`src/hdl/rel_stream_pkg.sv`:
```
// ~~~~~~~~~~~~~~~~~~~~~~~~~~~~~~
// Stream types for the rel buffer
// Data word, TMR handshake, stage count
// ~~~~~~~~~~~~~~~~~~~~~~~~~~~~~~

package rel_stream_pkg;

  // Width of one stream data word
  localparam int unsigned WordWidth = 32;

  // Each handshake signal is carried in three redundant lanes
  localparam int unsigned HsWidth = 3;

  // Spill stages chained inside the buffer
  localparam int unsigned NumStages = 2;

  // One data word of the stream
  typedef logic [WordWidth-1:0] word_t;

  // One handshake signal, bit i is lane i
  typedef logic [HsWidth-1:0] hs_t;

endpackage

```
`src/hdl/rel_csr_pkg.sv`:
```
// ~~~~~~~~~~~~~~~~~~~~~~~~~~~~~~
// APB register map for the buffer
// Bus structs, offsets, status layout
// ~~~~~~~~~~~~~~~~~~~~~~~~~~~~~~

package rel_csr_pkg;

  // Byte offset into the register block
  typedef logic [7:0] reg_addr_t;

  // Register and bus data word
  typedef logic [31:0] reg_data_t;

  // APB request from the master
  typedef struct packed {
    logic      psel;
    logic      penable;
    logic      pwrite;
    reg_addr_t paddr;
    reg_data_t pwdata;
  } apb_req_t;

  // APB response from the register block
  typedef struct packed {
    reg_data_t prdata;
    logic      pready;
    logic      pslverr;
  } apb_rsp_t;

  // Register offsets
  localparam reg_addr_t StatusOffset = 8'h00;
  localparam reg_addr_t CountOffset  = 8'h04;
  localparam reg_addr_t IdOffset     = 8'h08;

  // Stage s reports its sticky fault at this bit plus s
  localparam int unsigned StatusFaultLsb = 0;

endpackage

```
`src/hdl/tmr_voter.sv`:
```
// ~~~~~~~~~~~~~~~~~~~~~~~~~~~~~~
// Bitwise triple majority voter
// Flags any lane disagreement
// ~~~~~~~~~~~~~~~~~~~~~~~~~~~~~~
`timescale 1ns/1ps

module tmr_voter #(
  // Number of bits voted in parallel
  parameter int Width = 1
) (
  input  logic [Width-1:0] a_i,
  input  logic [Width-1:0] b_i,
  input  logic [Width-1:0] c_i,
  output logic [Width-1:0] majority_o,
  output logic             fault_o
);

  // Per bit, high where at least one copy differs from the others
  logic [Width-1:0] mismatch;

  // Each output bit takes the value shared by two or three copies
  assign majority_o = (a_i & b_i) | (a_i & c_i) | (b_i & c_i);

  // If a agrees with both b and c, all three are equal on that bit
  assign mismatch = (a_i ^ b_i) | (a_i ^ c_i);

  // A single differing bit anywhere is enough to report a fault
  assign fault_o = |mismatch;

endmodule

```
`src/hdl/rel_spill_register.sv`:
```
// ~~~~~~~~~~~~~~~~~~~~~~~~~~~~~~
// Spill register, TMR handshake
// Two slots, triplicated full flags,
// voted data path and fault output
// ~~~~~~~~~~~~~~~~~~~~~~~~~~~~~~
`timescale 1ns/1ps

module rel_spill_register #(
  // Turns the stage into plain wires
  parameter bit Bypass = 1'b0
) (
  input  logic                  clk_i,
  input  logic                  rst_ni,
  input  rel_stream_pkg::hs_t   valid_i,
  output rel_stream_pkg::hs_t   ready_o,
  input  rel_stream_pkg::word_t data_i,
  output rel_stream_pkg::hs_t   valid_o,
  input  rel_stream_pkg::hs_t   ready_i,
  output rel_stream_pkg::word_t data_o,
  output logic                  fault_o
);

  import rel_stream_pkg::*;

  if (Bypass) begin : gen_bypass
    // Zero latency, nothing stored so nothing can disagree
    assign valid_o = valid_i;
    assign ready_o = ready_i;
    assign data_o  = data_i;
    assign fault_o = 1'b0;
  end else begin : gen_spill
    // Bit 0 A data, bits 1-3 A full, bits 4-6 B full, 7 B data, 8 output data
    logic [8:0] faults;

    // Slot A takes new words from upstream
    word_t a_data_q;
    word_t a_data_d;
    word_t a_data_d_tmr [3];
    hs_t   a_full_tmr_q;
    hs_t   a_full_q;
    hs_t   a_fill;
    hs_t   a_drain;

    // Slot B holds the older word while downstream stalls
    word_t b_data_q;
    word_t b_data_d;
    word_t b_data_d_tmr [3];
    hs_t   b_full_tmr_q;
    hs_t   b_full_q;
    hs_t   b_fill;
    hs_t   b_drain;

    // Output selection as each lane sees it
    word_t data_o_tmr [3];

    assign fault_o = |faults;

    for (genvar i = 0; i < 3; i++) begin : gen_lane
      // Lane i accepts a word on its own handshake
      assign a_fill[i]  = valid_i[i] && ready_o[i];
      // A empties whenever it holds a word and B is free to take over
      assign a_drain[i] = a_full_q[i] && !b_full_q[i];
      // The word leaving A is parked in B if downstream stalls
      assign b_fill[i]  = a_drain[i] && !ready_i[i];
      assign b_drain[i] = b_full_q[i] && ready_i[i];

      // Room is left as long as one slot is free, no dependence on ready_i
      assign ready_o[i] = !a_full_q[i] || !b_full_q[i];
      assign valid_o[i] = a_full_q[i] || b_full_q[i];

      // Next state and output selection, computed per lane then voted
      assign a_data_d_tmr[i] = a_fill[i] ? data_i : a_data_q;
      assign b_data_d_tmr[i] = b_fill[i] ? a_data_q : b_data_q;
      // B always holds the older word, so it goes out first
      assign data_o_tmr[i]   = b_full_q[i] ? b_data_q : a_data_q;

      always_ff @(posedge clk_i or negedge rst_ni) begin
        if (!rst_ni) begin
          a_full_tmr_q[i] <= 1'b0;
        end else if (a_fill[i] || a_drain[i]) begin
          a_full_tmr_q[i] <= a_fill[i];
        end
      end

      always_ff @(posedge clk_i or negedge rst_ni) begin
        if (!rst_ni) begin
          b_full_tmr_q[i] <= 1'b0;
        end else if (b_fill[i] || b_drain[i]) begin
          b_full_tmr_q[i] <= b_fill[i];
        end
      end

      // Every lane gets its own voter so no single gate feeds all three
      tmr_voter #(.Width(1)) u_a_full_voter (
        .a_i        (a_full_tmr_q[0]),
        .b_i        (a_full_tmr_q[1]),
        .c_i        (a_full_tmr_q[2]),
        .majority_o (a_full_q[i]),
        .fault_o    (faults[1+i])
      );

      tmr_voter #(.Width(1)) u_b_full_voter (
        .a_i        (b_full_tmr_q[0]),
        .b_i        (b_full_tmr_q[1]),
        .c_i        (b_full_tmr_q[2]),
        .majority_o (b_full_q[i]),
        .fault_o    (faults[4+i])
      );
    end

    tmr_voter #(.Width(WordWidth)) u_a_data_voter (
      .a_i        (a_data_d_tmr[0]),
      .b_i        (a_data_d_tmr[1]),
      .c_i        (a_data_d_tmr[2]),
      .majority_o (a_data_d),
      .fault_o    (faults[0])
    );

    tmr_voter #(.Width(WordWidth)) u_b_data_voter (
      .a_i        (b_data_d_tmr[0]),
      .b_i        (b_data_d_tmr[1]),
      .c_i        (b_data_d_tmr[2]),
      .majority_o (b_data_d),
      .fault_o    (faults[7])
    );

    tmr_voter #(.Width(WordWidth)) u_out_data_voter (
      .a_i        (data_o_tmr[0]),
      .b_i        (data_o_tmr[1]),
      .c_i        (data_o_tmr[2]),
      .majority_o (data_o),
      .fault_o    (faults[8])
    );

    // Slots load the voted next state on every edge
    always_ff @(posedge clk_i or negedge rst_ni) begin
      if (!rst_ni) begin
        a_data_q <= '0;
        b_data_q <= '0;
      end else begin
        a_data_q <= a_data_d;
        b_data_q <= b_data_d;
      end
    end
  end

endmodule

```
`src/hdl/rel_fault_csr.sv`:
```
// ~~~~~~~~~~~~~~~~~~~~~~~~~~~~~~
// APB fault register block
// Sticky stage faults, word count, ID
// ~~~~~~~~~~~~~~~~~~~~~~~~~~~~~~
`timescale 1ns/1ps

module rel_fault_csr (
  input  logic                                 clk_i,
  input  logic                                 rst_ni,
  input  rel_csr_pkg::apb_req_t                apb_req_i,
  output rel_csr_pkg::apb_rsp_t                apb_rsp_o,
  input  logic [rel_stream_pkg::NumStages-1:0] fault_i,
  input  logic                                 out_xfer_i
);

  import rel_csr_pkg::*;
  import rel_stream_pkg::*;

  logic                 apb_access;
  logic                 apb_write;
  logic                 status_hit;
  logic                 count_hit;
  logic [NumStages-1:0] status_q;
  logic [NumStages-1:0] status_clr;
  reg_data_t            count_q;

  // The access phase is the only one that reads or writes
  assign apb_access = apb_req_i.psel && apb_req_i.penable;
  assign apb_write  = apb_access && apb_req_i.pwrite;

  assign status_hit = apb_req_i.paddr == StatusOffset;
  assign count_hit  = apb_req_i.paddr == CountOffset;

  // Writing 1 clears a status bit, writing 0 leaves it alone
  assign status_clr = (apb_write && status_hit) ?
                      apb_req_i.pwdata[StatusFaultLsb +: NumStages] : '0;

  // A fault in the same cycle as a clear keeps the bit set
  always_ff @(posedge clk_i or negedge rst_ni) begin
    if (!rst_ni) begin
      status_q <= '0;
    end else begin
      status_q <= (status_q & ~status_clr) | fault_i;
    end
  end

  // Any write to the count register restarts it from zero
  always_ff @(posedge clk_i or negedge rst_ni) begin
    if (!rst_ni) begin
      count_q <= '0;
    end else if (apb_write && count_hit) begin
      count_q <= '0;
    end else if (out_xfer_i) begin
      count_q <= count_q + 1'b1;
    end
  end

  // Read data and error are ready in the access phase, no wait states
  always_comb begin
    apb_rsp_o        = '0;
    apb_rsp_o.pready = 1'b1;
    case (apb_req_i.paddr)
      StatusOffset: begin
        apb_rsp_o.prdata[StatusFaultLsb +: NumStages] = status_q;
      end
      CountOffset: begin
        apb_rsp_o.prdata = count_q;
      end
      IdOffset: begin
        // Read only, writes here are accepted and dropped
        apb_rsp_o.prdata = reg_data_t'(NumStages);
      end
      default: begin
        apb_rsp_o.pslverr = apb_access;
      end
    endcase
  end

endmodule

```
`src/hdl/rel_stream_buffer.sv`:
```
// ~~~~~~~~~~~~~~~~~~~~~~~~~~~~~~
// Fault tolerant stream buffer
// Two TMR spill stages, APB status
// ~~~~~~~~~~~~~~~~~~~~~~~~~~~~~~
`timescale 1ns/1ps

module rel_stream_buffer #(
  // Applied to both spill stages
  parameter bit Bypass = 1'b0
) (
  input  logic                  clk_i,
  input  logic                  rst_ni,
  input  rel_stream_pkg::hs_t   valid_i,
  output rel_stream_pkg::hs_t   ready_o,
  input  rel_stream_pkg::word_t data_i,
  output rel_stream_pkg::hs_t   valid_o,
  input  rel_stream_pkg::hs_t   ready_i,
  output rel_stream_pkg::word_t data_o,
  input  rel_csr_pkg::apb_req_t apb_req_i,
  output rel_csr_pkg::apb_rsp_t apb_rsp_o
);

  import rel_stream_pkg::*;

  // Link between stage 0 and stage 1
  hs_t                  mid_valid;
  hs_t                  mid_ready;
  word_t                mid_data;
  // Per lane handshake at the buffer output
  hs_t                  out_hs;
  logic                 out_xfer;
  logic [NumStages-1:0] stage_fault;

  rel_spill_register #(.Bypass(Bypass)) u_stage0 (
    .clk_i   (clk_i),
    .rst_ni  (rst_ni),
    .valid_i (valid_i),
    .ready_o (ready_o),
    .data_i  (data_i),
    .valid_o (mid_valid),
    .ready_i (mid_ready),
    .data_o  (mid_data),
    .fault_o (stage_fault[0])
  );

  rel_spill_register #(.Bypass(Bypass)) u_stage1 (
    .clk_i   (clk_i),
    .rst_ni  (rst_ni),
    .valid_i (mid_valid),
    .ready_o (mid_ready),
    .data_i  (mid_data),
    .valid_o (valid_o),
    .ready_i (ready_i),
    .data_o  (data_o),
    .fault_o (stage_fault[1])
  );

  // A word counts as delivered when two of three lanes complete the handshake
  assign out_hs   = valid_o & ready_i;
  assign out_xfer = (out_hs[0] & out_hs[1]) | (out_hs[0] & out_hs[2]) |
                    (out_hs[1] & out_hs[2]);

  rel_fault_csr u_csr (
    .clk_i      (clk_i),
    .rst_ni     (rst_ni),
    .apb_req_i  (apb_req_i),
    .apb_rsp_o  (apb_rsp_o),
    .fault_i    (stage_fault),
    .out_xfer_i (out_xfer)
  );

endmodule

```
`config.mk`:
```
export PLATFORM = sky130hd
export DESIGN_NAME = rel_stream_buffer
export DESIGN_NICKNAME = d
export VERILOG_FILES = /design/src/hdl/rel_stream_pkg.sv /design/src/hdl/rel_csr_pkg.sv /design/src/hdl/tmr_voter.sv /design/src/hdl/rel_spill_register.sv /design/src/hdl/rel_fault_csr.sv /design/src/hdl/rel_stream_buffer.sv
export SDC_FILE = /design/constraint.sdc
export NUM_CORES = 1
export LEC_CHECK = 0
export BUFFER_PORTS_ARGS = -buffer_cell sky130_fd_sc_hd__buf_2
export CORE_UTILIZATION = 54
export CTS_CLUSTER_DIAMETER = 120
export DETAILED_ROUTE_END_ITERATION = 8
export PLACE_DENSITY = 0.85
export SLEW_MARGIN = 20
export SYNTH_ARGS = -nofsm -noshare
export SYNTH_HDL_FRONTEND = slang
export SYNTH_SLANG_ARGS = --single-unit
```
`constraint.sdc`:
```
create_clock -name clk_i -period 3.1 [get_ports clk_i]
set_input_delay 0.775 -clock clk_i [delete_from_list [all_inputs] [get_ports clk_i]]
set_output_delay 0.775 -clock clk_i [all_outputs]
set_load 0.005 [all_outputs]
```
* Word level (Yosys, flattened, before mapping)
Index checks and enable logic that the tools add are counted. Widths: inputs -> output; s select.
Word-level totals: word-level logic and storage cells 137, output and inout port bits 72, bits in registers 170, bits of input ports 83
Cells by class: add/subtract/negate cells 1, reduce and logical (&&, ||, !) cells 43, eq/ne operators 2, muxes and demuxes 16, bitwise operators 61
Operator list (number):
- $or 32x32->32 | 18
- $mux 32 | 12
- $and 32x32->32 | 10
- $xor 32x32->32 | 8
- $reduce_or 97->1 | 2
- $add 32x1->32 const B | 1
- $mux 30 | 1
- $logic_and 1x1->1 | 18
- $logic_or 1x1->1 | 12
- $and 1x1->1 | 9
- $eq 8x3->1 const B | 1
- $eq 8x4->1 const B | 1
- $logic_not 1->1 | 8
- $logic_not 8->1 | 1
- $or 1x1->1 | 8
- $pmux 2 s3 | 1
- $xor 1x1->1 | 4
- $and 3x3->3 | 1
- $reduce_or 3->1 | 1
- $and 2x2->2 | 1
- $mux 2 | 1
- $not 2->2 | 1
- $or 2x2->2 | 1
- $reduce_bool 2->1 | 1
- $mux 1 | 1

* Depth between registers and ports, before layout
Gate-level depths: netlist of run 1.
depth in word-level cells 12, gate-level depth with buffers 12, gate-level depth less buffers 10

* By module
A second synthesis of run 1 with hierarchy kept.
Second synthesis, totals: cells, all modules 1835, area total of the unflattened synthesis 21569.4 um^2
By module, submodules not included:
- rel_spill_register | cells an instance 425, area an instance 5863.1 um^2, instances 2, seq. area each 1751.7 um^2
- tmr_voter at u_stage0.gen_spill.u_a_data_voter ... | cells an instance 117, area an instance 1219.9 um^2, instances 6, seq. area each 0.0 um^2
- rel_fault_csr | cells an instance 231, area an instance 2020.7 um^2, instances 1, seq. area each 850.8 um^2
- tmr_voter at u_stage0.gen_spill.gen_lane[0].u_a_full_voter ... | cells an instance 4, area an instance 40.0 um^2, instances 12, seq. area each 0.0 um^2
- rel_stream_buffer | cells an instance 4, area an instance 22.5 um^2, instances 1, seq. area each 0.0 um^2

* Worst setup path before layout of run 1
No wires, ideal clock.
kind reg2reg, start point register u_stage1.gen_spill.b_full_tmr_q[2], end point register u_csr.status_q[1], library setup time 0.138 ns, required time 2.962 ns, slack 0.029 ns, buffers on the path 3, arrival time 2.934 ns, stages on the path, launching flop included 13, period minus slack after synthesis 3.071 ns, cells stage by stage dfrtp_1 -> ha_1 -> a211o_1 -> buf_6 -> or3_1 -> buf_6 -> buf_12 -> mux2_4 -> ha_1 -> nor4_1 -> nand4_1 -> nor4_1 -> nand4_1
On the way: cells in the longest elaborated chain, start to end 11, elaborated cells between the ends (all ways) 27, classes of those cells mux: 5; bitwise: 14; reduce/logical: 8
RTL lines:
- start: declaration | RTL line rel_spill_register.sv:48 | hs_t b_full_tmr_q;
- start signal: indexed assignment | RTL line rel_spill_register.sv:89 | b_full_tmr_q[i] <= b_fill[i];
- $and 1x1->1 | RTL line tmr_voter.sv:22 | assign majority_o = (a_i & b_i) | (a_i & c_i) | (b_i & c_i);
- $or 1x1->1 (2 in a row) | RTL line tmr_voter.sv:22
- $logic_not 1->1 | RTL line rel_spill_register.sv:62, rel_spill_register.sv:68
- $logic_and 1x1->1 or $logic_or 1x1->1 (tied branches) | RTL line rel_spill_register.sv:62, rel_spill_register.sv:68
- $logic_and 1x1->1, on equally long branches | RTL line rel_spill_register.sv:64, rel_spill_register.sv:60
- $mux 32, on equally long branches | RTL line rel_spill_register.sv:73, rel_spill_register.sv:72
- $xor 32x32->32 | RTL line tmr_voter.sv:25 | assign mismatch = (a_i ^ b_i) | (a_i ^ c_i);
- $or 32x32->32 | RTL line tmr_voter.sv:25
- $reduce_or 97->1 (*) | RTL line rel_spill_register.sv:56 | assign fault_o = |faults;
- $or 2x2->2 (*) | RTL line rel_fault_csr.sv:43 | status_q <= (status_q & ~status_clr) | fault_i;
- end signal: assignment | RTL line rel_fault_csr.sv:43
- end: declaration | RTL line rel_fault_csr.sv:23 | logic [NumStages-1:0] status_q;
Every way passes the cells marked *; elsewhere a longest branch is shown, timed or not. A chain may end at the register's enable or synchronous reset.

* Final worst setup path of run 1
start point register u_stage1.gen_spill.b_full_tmr_q[0], end point register u_csr.status_q[1]
The elaborated chain is that of the path after synthesis.

==> results.json, run 1 <==
{
  "synth_top_area_share_pct": 33.4,
  "synthAdderAreaFrac_pct": 13.1,
  "cap_violations": 0,
  "multi_input_area_sq_um": 8650,
  "vias": 11200,
  "drive_gt1_share_pct": 36.9,
  "chipHeight_um": 156,
  "power.total_uw": 14400,
  "route.met2.wl_um": 18000,
  "synth_simple_gate_area_share_pct": 15.3,
  "min_period_ns": 3.53,
  "die-area_sq_um": 24200,
  "place_ws_ns": -0.357,
  "power_density_nw_per_um2": 934,
  "synth_compound_gate_area_share_pct": 10.2,
  "htreeDepth": 4,
  "drt_iter0_drc": 964,
  "stdcell_count": 1763,
  "synth-main-ff-cell": "dfrtp_1",
  "clk-insertion-delay-late_ns": 0.44,
  "synth.most_common_cell": "mux2_2",
  "grt_pass1_wl_um": 54500,
  "synth_nets": 1497,
  "synth_top_area_cell": "dfrtp_1",
  "crit_type": "reg2reg",
  "finalWirelength_um": 36800,
  "holdWs_ns": 0.268,
  "ctsLongestPathBuffers": 2,
  "avgSynthCellArea_sq_um": 9.95,
  "slew_violations": 0,
  "violations": "negative setup slack",
  "grt_max_degree": 65,
  "status": "finished, violations left",
  "cts_tree": "yes",
  "start_kind": "flip-flop",
  "hold_viol_final": 0,
  "setup_viol": 2,
  "initial_core_util_pct": 55.6,
  "synthArstFlopShare_pct": 100,
  "worstPathMaxFanout": 8,
  "cts_hold_buffers": 0,
  "synth_edf_count": 0,
  "grt_overflow": 0,
  "routedWlPerCell_um": 20.9,
  "seqCellArea_sq_um": 4260,
  "highest_layer": "met4",
  "grt_pass1_vias": 10900,
  "clock_sinks": 170,
  "synth_top_family_by_area": "multiplexers",
  "area_growth_pct": 21.4,
  "arrival_ns": 3.84,
  "drt-vias-per-instance": 6.37,
  "final_core_util_pct": 67.5,
  "numPortBuffers": 123,
  "dr_wl_met3_um": 2390,
  "maxSlewHeadroom_pct": 43.8,
  "synth_seq_area_share_pct": 33.4,
  "place_inst": 1710,
  "dp_hpwl_um": 21800,
  "leakagePower_uw": 0.00614,
  "drt_first_pass_iters": 5,
  "fin_ws_ns": -0.434,
  "synthTopCellsByCount": "197 x mux2_2, 188 x nand2_1, 170 x dfrtp_1, 133 x ha_1, 74 x o21ai_0",
  "worst_pin_slew_ns": 0.838,
  "synth_cell_types": 42,
  "grt_use_total_pct": 28.2,
  "core_area_sq_um": 22900,
  "period_share_pct": 114,
  "ys_warn_count": 0,
  "synthXorXnorAreaFrac_pct": 0.550,
  "antenna_found_initial": 0,
  "antenna_left": 0,
  "cts_made_buffers": 17,
  "holdCritPathClass": "in2async",
  "ys_ff_latch": 170,
  "vdd_drop_max_v": 0.000728,
  "synthCells": 1281,
  "skew_ns": 0.0157,
  "post-route-drc-count": 0,
  "clkSlewWorstSetupHoldPaths_ns": 0.07,
  "final_nets": 1653,
  "ioPinCount": 155,
  "synth.area.top_cells": "dfrtp_1 33%, mux2_2 17%, ha_1 13%",
  "fillers": 1592,
  "cp-end-kind": "flip-flop",
  "fp.dieW_um": 156,
  "synthMuxAreaShare_pct": 24.0,
  "max_freq_ghz": 0.283,
  "met1_length_um": 14600,
  "row_count": 55,
  "insertedDiodeCount": 0,
  "root_buffer": "clkbuf_16",
  "synth_area_sq_um": 12700,
  "critPathRequiredTime_ns": 3.40,
  "gp_routability_congestion": 0.845,
  "rsz0062_at_grt": "true"
}
-- worst paths after layout --
| check | from | depth (start not counted) | slack [ns] | end |
|---|---|---|---|---|
| worst max-delay path | u_stage1.gen_spill.b_full_tmr_q[0] | 13 | -0.43 | u_csr.status_q[1] |
| worst min-delay path | rst_ni | 1 | 0.27 | u_stage1.gen_spill.b_data_q[3] |
| worst max register to register | u_stage1.gen_spill.b_full_tmr_q[0] | 13 | -0.43 | u_csr.status_q[1] |
| worst min register to register | flip-flop | 1 | 0.50 | flip-flop |
| max in group asynchronous | rst_ni | 2 | 2.09 | async pin |
| min in group clk_i | flip-flop | 1 | 0.50 | flip-flop |
-- repair_timing --
item,in CTS,in global routing
setup endpoints to repair,2,2
gates resized for setup,30,56
setup buffers,5,11
pin swaps,12,29
cloned,4,2
-- report_power, final --
part	total (uW)	internal, uW	switching, uW
combinational	8790	4080	4710
clock	2200	1240	957
sequential	3450	2750	704
total	14400	8080	6370
-- logic make-up (layout without fill, tap and decap cells) --
group | count (synthesis) | in the layout
simple gates | 405 | 405
mux | 265 | 265
compound gates | 214 | 214
flops | 170 | 170
fa+ha+maj | 134 | 134
buf+inv | 84 | 253
xor+xnor | 8 | 8
other cells | 1 | 1
-- worst max-delay path, cell delays in order (launching register included) --
cell and delay [ns]:
dfrtp_1 0.40, ha_2 0.19, a211o_4 0.34, buf_6 0.12
or3_4 0.45, clkbuf_16 0.21, mux2_4 0.31, ha_4 0.22
nor4_2 0.23, buf_4 0.18, nand4_1 0.16, nor4_2 0.32
buf_4 0.17, nand4_1 0.08
-- cells in the final DEF (no fill, tap or decap), types with 13 or more instances in the layout --
cell type	synthesis	routed
nor4_2	1	20
ha_4	0	17
nor4_1	43	15
o31ai_1	13	13
nor2_1	55	55
clkbuf_16	0	19
nand4_1	19	19
nand2_1	188	184
o21ai_0	74	74
buf_2	28	122
or4_1	13	13
mux2i_1	33	33
buf_4	5	73
and2_1	34	34
a21oi_1	52	52
ha_1	133	112
a211oi_1	67	65
nand3_1	18	18
dfrtp_1	170	169
mux2_2	197	189
mux2_4	30	38
-- area by class of cell --
cell class	count	share of cell area (%)
clock buffers	21	2.98
repair buffers	215	10.1
well taps	313	2.53
inverters	6	0.146
flip-flops and latches	170	27.5
multi-input cells	1027	55.9
clock inverters	11	0.857
-- metrics by stage --
step / cell area [sq um] / setup TNS (ns)
4_1_cts: 15000 / -0.360
3_5_place_dp: 14000 / -0.589
6_report: 15500 / -0.627
5_1_grt: 15500 / -0.896
3_3_place_gp: 14000 / -0.490
2_1_floorplan: 12700 / 0
-- layer usage --
metal / global-route usage [%] / up-vias
met5: 0 / -
met4: 14.5 / 0
met3: 4.67 / 145
met2: 48.5 / 537
met1: 34.1 / 5503
li1: - / 5040
No activity file was read; power rests on OpenSTA's default activity.
==> run 2: changes to the inputs <==
- CORE_MARGIN: not set -> 4
- CORE_UTILIZATION: 54 -> 55
- CTS_BUF_LIST: not set -> sky130_fd_sc_hd__clkbuf_4
- PLACE_DENSITY: 0.85 -> 0.77
==> run 2 against run 1 <==
The flow still finishes with violations (negative setup slack); clock power decreased by 42%; critical path depth decreased by 1; utilization is 1.7 points higher; register-to-register slack better by 0.04 ns; total power decreased by 2.2%; worst hold slack worse by 0.10 ns.
==> results.json, run 2 (synthesis results as in run 1) <==
{
  "ioPinCount": 155,
  "min_period_ns": 3.49,
  "numPortBuffers": 123,
  "power_density_nw_per_um2": 899,
  "layout_common_cells": "181 x mux2_2, 179 x nand2_1, 169 x dfrtp_1, 122 x buf_2, 92 x ha_1",
  "seqPwrFrac_pct": 24.0,
  "cp-end-kind": "flip-flop",
  "initial_core_util_pct": 56.1,
  "htreeDepth": 4,
  "grt_max_degree": 64,
  "critPathRequiredTime_ns": 3.55,
  "core_area_sq_um": 22700,
  "intPower_uw": 7850,
  "rrSetupSlack_ns": -0.39,
  "crit_type": "reg2reg",
  "setup_viol": 2,
  "slew_violations": 0,
  "p_clk_share_pct": 9.1,
  "fin_ws_ns": -0.391,
  "grt_use_total_pct": 25.1,
  "die-area_sq_um": 25700,
  "grt_overflow": 0,
  "clock_sinks": 170,
  "final_nets": 1672,
  "grt_pass1_vias": 10700,
  "post-route-drc-count": 0,
  "stdcell_count": 1755,
  "gp_routability_congestion": 0.812,
  "combPwrFrac_pct": 67.0,
  "worstPathMaxFanout": 6,
  "r2r_cells": 12,
  "fillers": 1569,
  "holdCritPathClass": "in2async",
  "arrival_ns": 3.94,
  "cts_tree": "yes",
  "worstReg2RegEnd": "u_csr.status_q[1]",
  "cap_violations": 0,
  "antenna_found_initial": 1,
  "place_inst": 1690,
  "root_buffer": "clkbuf_4",
  "drt_iter0_drc": 762,
  "status": "finished, violations left",
  "dp_hpwl_um": 21500,
  "hold_viol_final": 0,
  "drt-vias-per-instance": 6.22,
  "clk-insertion-delay-late_ns": 0.60,
  "row_count": 55,
  "switchingPower_uw": 6270,
  "cts_hold_buffers": 0,
  "final_area_sq_um": 15700,
  "skew_ns": 0.0415,
  "leakagePower_uw": 0.00620,
  "antenna_left": 0,
  "max_freq_ghz": 0.286,
  "vdd_drop_max_v": 0.000637,
  "violations": "negative setup slack",
  "start_kind": "flip-flop",
  "layout_commonest_cell": "mux2_2",
  "worstReg2RegStart": "u_stage1.gen_spill.b_full_tmr_q[0]",
  "rsz0062_at_grt": "true",
  "chipHeight_um": 160,
  "maxSlewHeadroom_pct": 48.9,
  "seqCellArea_sq_um": 4260,
  "area_growth_pct": 23.3,
  "vias": 10900,
  "clkSlewWorstSetupHoldPaths_ns": 0.18,
  "drive_gt1_share_pct": 39.6,
  "place_area_sq_um": 14100,
  "grt_pass1_wl_um": 53700,
  "worst_pin_slew_ns": 0.764,
  "cts_made_buffers": 17,
  "finalWirelength_um": 34700,
  "switching_share_pct": 44.4,
  "multi_input_area_sq_um": 9010,
  "period_share_pct": 113,
  "fp.dieW_um": 160,
  "routedWlPerCell_um": 19.8,
  "drt_first_pass_iters": 6,
  "ctsLongestPathBuffers": 2
}
run 2: cell count changes in the layout (fill, tap and decap cells not counted), moves of 10 or more:
cell	previous run	this run
clkbuf_4	0	19
buf_4	73	83
ha_1	112	92
clkbuf_16	19	3
ha_4	17	37
run 2: how the worst max path moves through the flow:
stage	start	to	slack, ns	cells after the start
after floorplan	u_stage1.gen_spill.b_full_tmr_q[2]	u_csr.status_q[1]	0.03	12
after global placement	u_stage1.gen_spill.b_full_tmr_q[0]	u_csr.status_q[1]	-0.33	13
after detailed placement	u_stage1.gen_spill.b_full_tmr_q[0]	u_csr.status_q[1]	-0.36	13
after CTS	u_stage1.gen_spill.b_full_tmr_q[0]	u_csr.status_q[1]	-0.27	13
after global routing	u_stage1.gen_spill.b_full_tmr_q[0]	u_csr.status_q[1]	-0.43	12
final	u_stage1.gen_spill.b_full_tmr_q[0]	u_csr.status_q[1]	-0.39	12
run 2: through the flow:
step                      power, uW  setup TNS [ns]  hold WS [ns]  utilization [%]  setup WS, ns
after floorplan                8010               0         0.458                -        0.0287
after global placement        10400          -0.474         0.468             61.9        -0.328
after detailed placement      10700          -0.634         0.496             61.9        -0.365
after CTS                     12900          -0.360         0.171             66.8        -0.274
after global routing          15100           -1.31         0.177             69.2        -0.431
final                         14100          -0.622         0.164             69.2        -0.391
run 2: cell type report:
| class | count | share of cell area (%) |
|---|---|---|
| Inverter | 6 | 0.143 |
| Clock buffer | 19 | 0.908 |
| Sequential cell | 170 | 27.1 |
| Timing Repair Buffer | 234 | 11.5 |
| Tap cell | 285 | 2.27 |
| Antenna cell | 1 | 0.0159 |
| Clock inverter | 13 | 0.764 |
| Multi-Input combinational cell | 1027 | 57.3 |
run 2: per-layer routing:
layer / track usage (%) / vias up / part of all wire (%) / routed length (um)
li1: - / 5091 / - / -
met1: 31.7 / 5378 / 43 / 14800
met2: 42.9 / 352 / 49 / 16900
met3: 3.87 / 90 / 4.8 / 1680
met4: 10.8 / 0 / 3.8 / 1320
met5: 0 / - / 0 / 0
run 2: worst max-delay path, cell delays in order (launching register included):
cell and delay, ns:
dfrtp_1 0.44, ha_2 0.19, a211o_4 0.34, buf_6 0.12, or3_4 0.43, buf_16 0.18
mux2_2 0.31, ha_4 0.26, nor4_2 0.35, nand3_1 0.16, nor4_2 0.33, buf_4 0.17
nand4_1 0.07
run 2: power by group through the flow:
| stage | logic, uW | clock network [uW] | registers, uW |
|---|---|---|---|
| floorplan | 4830 | 0 | 3190 |
| global placement | 7080 | 0 | 3340 |
| detailed placement | 7270 | 0 | 3390 |
| CTS | 8300 | 1270 | 3340 |
| global route | 10200 | 1380 | 3480 |
| finish | 9460 | 1280 | 3380 |
run 2: what timing repair did:
item	4_1_cts	5_1_grt
gates cloned	6	3
buffers inserted	12	14
resized for setup	82	55
setup endpoints to repair	2	18
pin swaps	36	29
==> run 3: changes to the inputs <==
- CORE_UTILIZATION: 55 -> 54
- CTS_BUF_LIST: sky130_fd_sc_hd__clkbuf_4 -> not set
- CTS_CLUSTER_SIZE: not set -> 24
- PLACE_DENSITY: 0.77 -> 0.76
==> run 3 against run 2 <==
Non-clock buffer count decreased by 24; worst hold slack improved by 0.11 ns; the flow still finishes with violations (negative setup slack); critical endpoint unchanged; global-route usage decreased by 0.66 points; clock power increased by 58%; largest cell class unchanged; sequential power about the same.
==> results.json, run 3 (synthesis results as in run 1) <==
{
  "status": "finished, violations left",
  "violations": "negative setup slack",
  "ctsLongestPathBuffers": 2,
  "cp-end-kind": "flip-flop",
  "slew_violations": 0,
  "layout_commonest_cell": "mux2_2",
  "cap_violations": 0,
  "drive_gt1_share_pct": 35.3,
  "row_count": 55,
  "leakagePower_uw": 0.00600,
  "vdd_drop_max_v": 0.000542,
  "maxSlewHeadroom_pct": 49.8,
  "crit_type": "reg2reg",
  "htreeDepth": 4,
  "ioPinCount": 155,
  "start_kind": "flip-flop",
  "core_area_sq_um": 22900,
  "p_clk_share_pct": 15.1,
  "clk-insertion-delay-late_ns": 0.44,
  "combPwrFrac_pct": 59.4,
  "clock_sinks": 170,
  "antenna_left": 0,
  "area_growth_pct": 18.2,
  "root_buffer": "clkbuf_16",
  "clkSlewWorstSetupHoldPaths_ns": 0.07,
  "final_nets": 1648,
  "intPower_uw": 7560,
  "fp.dieW_um": 162,
  "worst_pin_slew_ns": 0.749,
  "drt-vias-per-instance": 6.03,
  "finalSetupTns_ns": -0.373,
  "grt_use_total_pct": 24.5,
  "die-area_sq_um": 26100,
  "skew_ns": 0.0136,
  "initial_core_util_pct": 55.6,
  "grt_overflow": 0,
  "worstPathMaxFanout": 24,
  "seqCellArea_sq_um": 4260,
  "holdCritPathClass": "in2async",
  "chipHeight_um": 162,
  "multi_input_area_sq_um": 8380,
  "layout_common_cells": "197 x mux2_2, 184 x nand2_1, 169 x dfrtp_1, 124 x ha_1, 122 x buf_2",
  "period_share_pct": 107,
  "fillers": 1742,
  "rsz0062_at_grt": "true",
  "gp_routability_congestion": 0.825,
  "drt_first_pass_iters": 5,
  "switchingPower_uw": 5820,
  "routedWlPerCell_um": 18.6,
  "fin_ws_ns": -0.231,
  "grt_pass1_wl_um": 52600,
  "min_period_ns": 3.33,
  "post-route-drc-count": 0,
  "seqPwrFrac_pct": 25.5,
  "drt_iter0_drc": 637,
  "power_density_nw_per_um2": 888,
  "max_freq_ghz": 0.300,
  "insertedDiodeCount": 0,
  "grt_pass1_vias": 10400,
  "vias": 10600,
  "cts_tree": "yes",
  "cts_hold_buffers": 0,
  "critPathRequiredTime_ns": 3.40,
  "power.total_uw": 13400,
  "dp_hpwl_um": 22200,
  "finalWirelength_um": 32700,
  "hold_viol_final": 0,
  "grt_max_degree": 65,
  "switching_share_pct": 43.5,
  "setup_viol": 2,
  "antenna_found_initial": 0,
  "cts_made_buffers": 17,
  "arrival_ns": 3.63,
  "numPortBuffers": 123
}
run 3: cell count changes in the layout (fill, tap and decap cells not counted), sizes merged:
| cell | previous run | this run |
|---|---|---|
| clkinv | 6 | 8 |
| diode | 1 | 0 |
| bufbuf | 1 | 2 |
| bufinv | 1 | 0 |
| buf | 230 | 207 |
| inv | 9 | 11 |
| clkinvlp | 3 | 1 |
| clkbuf | 22 | 19 |
run 3: power groups by stage:
stage               registers (uW)  logic, uW  clock network [uW]
global placement              3350       7070                   0
CTS                           3380       7640                2040
global route                  3490       8690                2130
finish                        3410       7950                2020
floorplan                     3190       4830                   0
detailed placement            3410       7290                   0
run 3: final cells by class:
class | instances | share of cell area [%]
multi-input combinational | 1027 | 55.6
inverter | 6 | 0.150
timing repair buffer | 210 | 9.76
clock inverter | 14 | 0.748
tap | 313 | 2.60
clock buffer | 18 | 2.85
sequential | 170 | 28.3
run 3: path summary, 6_finish.rpt:
kind | slack [ns] | endpoint | depth (start not counted) | from
hold reg to reg | 0.50 | flip-flop | 1 | flip-flop
setup / recovery | -0.23 | u_csr.status_q[1] | 12 | u_stage1.gen_spill.b_full_tmr_q[0]
max in group asynchronous | 2.09 | u_stage0.gen_spill.a_data_q[28] | 2 | rst_ni
hold / removal | 0.27 | u_stage1.gen_spill.b_data_q[2] | 1 | rst_ni
setup reg to reg | -0.23 | u_csr.status_q[1] | 12 | u_stage1.gen_spill.b_full_tmr_q[0]
min in group clk_i | 0.50 | flip-flop | 1 | flip-flop
run 3: routing by layer:
metal | global-route usage, % | routed length [um] | up-vias
met5 | 0 | 0 | -
met4 | 8.30 | 730 | 0
met3 | 3.60 | 1410 | 48
met2 | 42.8 | 16400 | 282
met1 | 31.1 | 14100 | 5238
li1 | - | - | 5039
run 3: through the flow:
step / cells / instance area (sq um) / hold WS (ns) / setup WS [ns] / util [%]
floorplan: 1281 / 12700 / 0.458 / 0.0287 / -
global placement: 1719 / 14100 / 0.467 / -0.395 / 61.5
detailed placement: 1719 / 14100 / 0.496 / -0.417 / 61.5
CTS: 1756 / 14900 / 0.276 / -0.294 / 64.9
global route: 1758 / 15100 / 0.300 / -0.367 / 65.7
finish: 1758 / 15100 / 0.270 / -0.231 / 65.7
run 3: worst max-delay path: stages (launching register included):
cell	delay, ns
dfrtp_1	0.41
ha_2	0.18
a211o_1	0.33
or3_4	0.44
buf_12	0.20
mux2_4	0.31
ha_1	0.31
nor4_2	0.24
buf_4	0.16
nand4_1	0.08
nor4_1	0.27
buf_4	0.17
nand4_1	0.09
run 3: timing repair:
item	in CTS	in global routing
pin swaps	10	10
endpoints found under the setup margin	2	2
buffers inserted	3	1
gates resized for setup	24	25
gates cloned	2	1
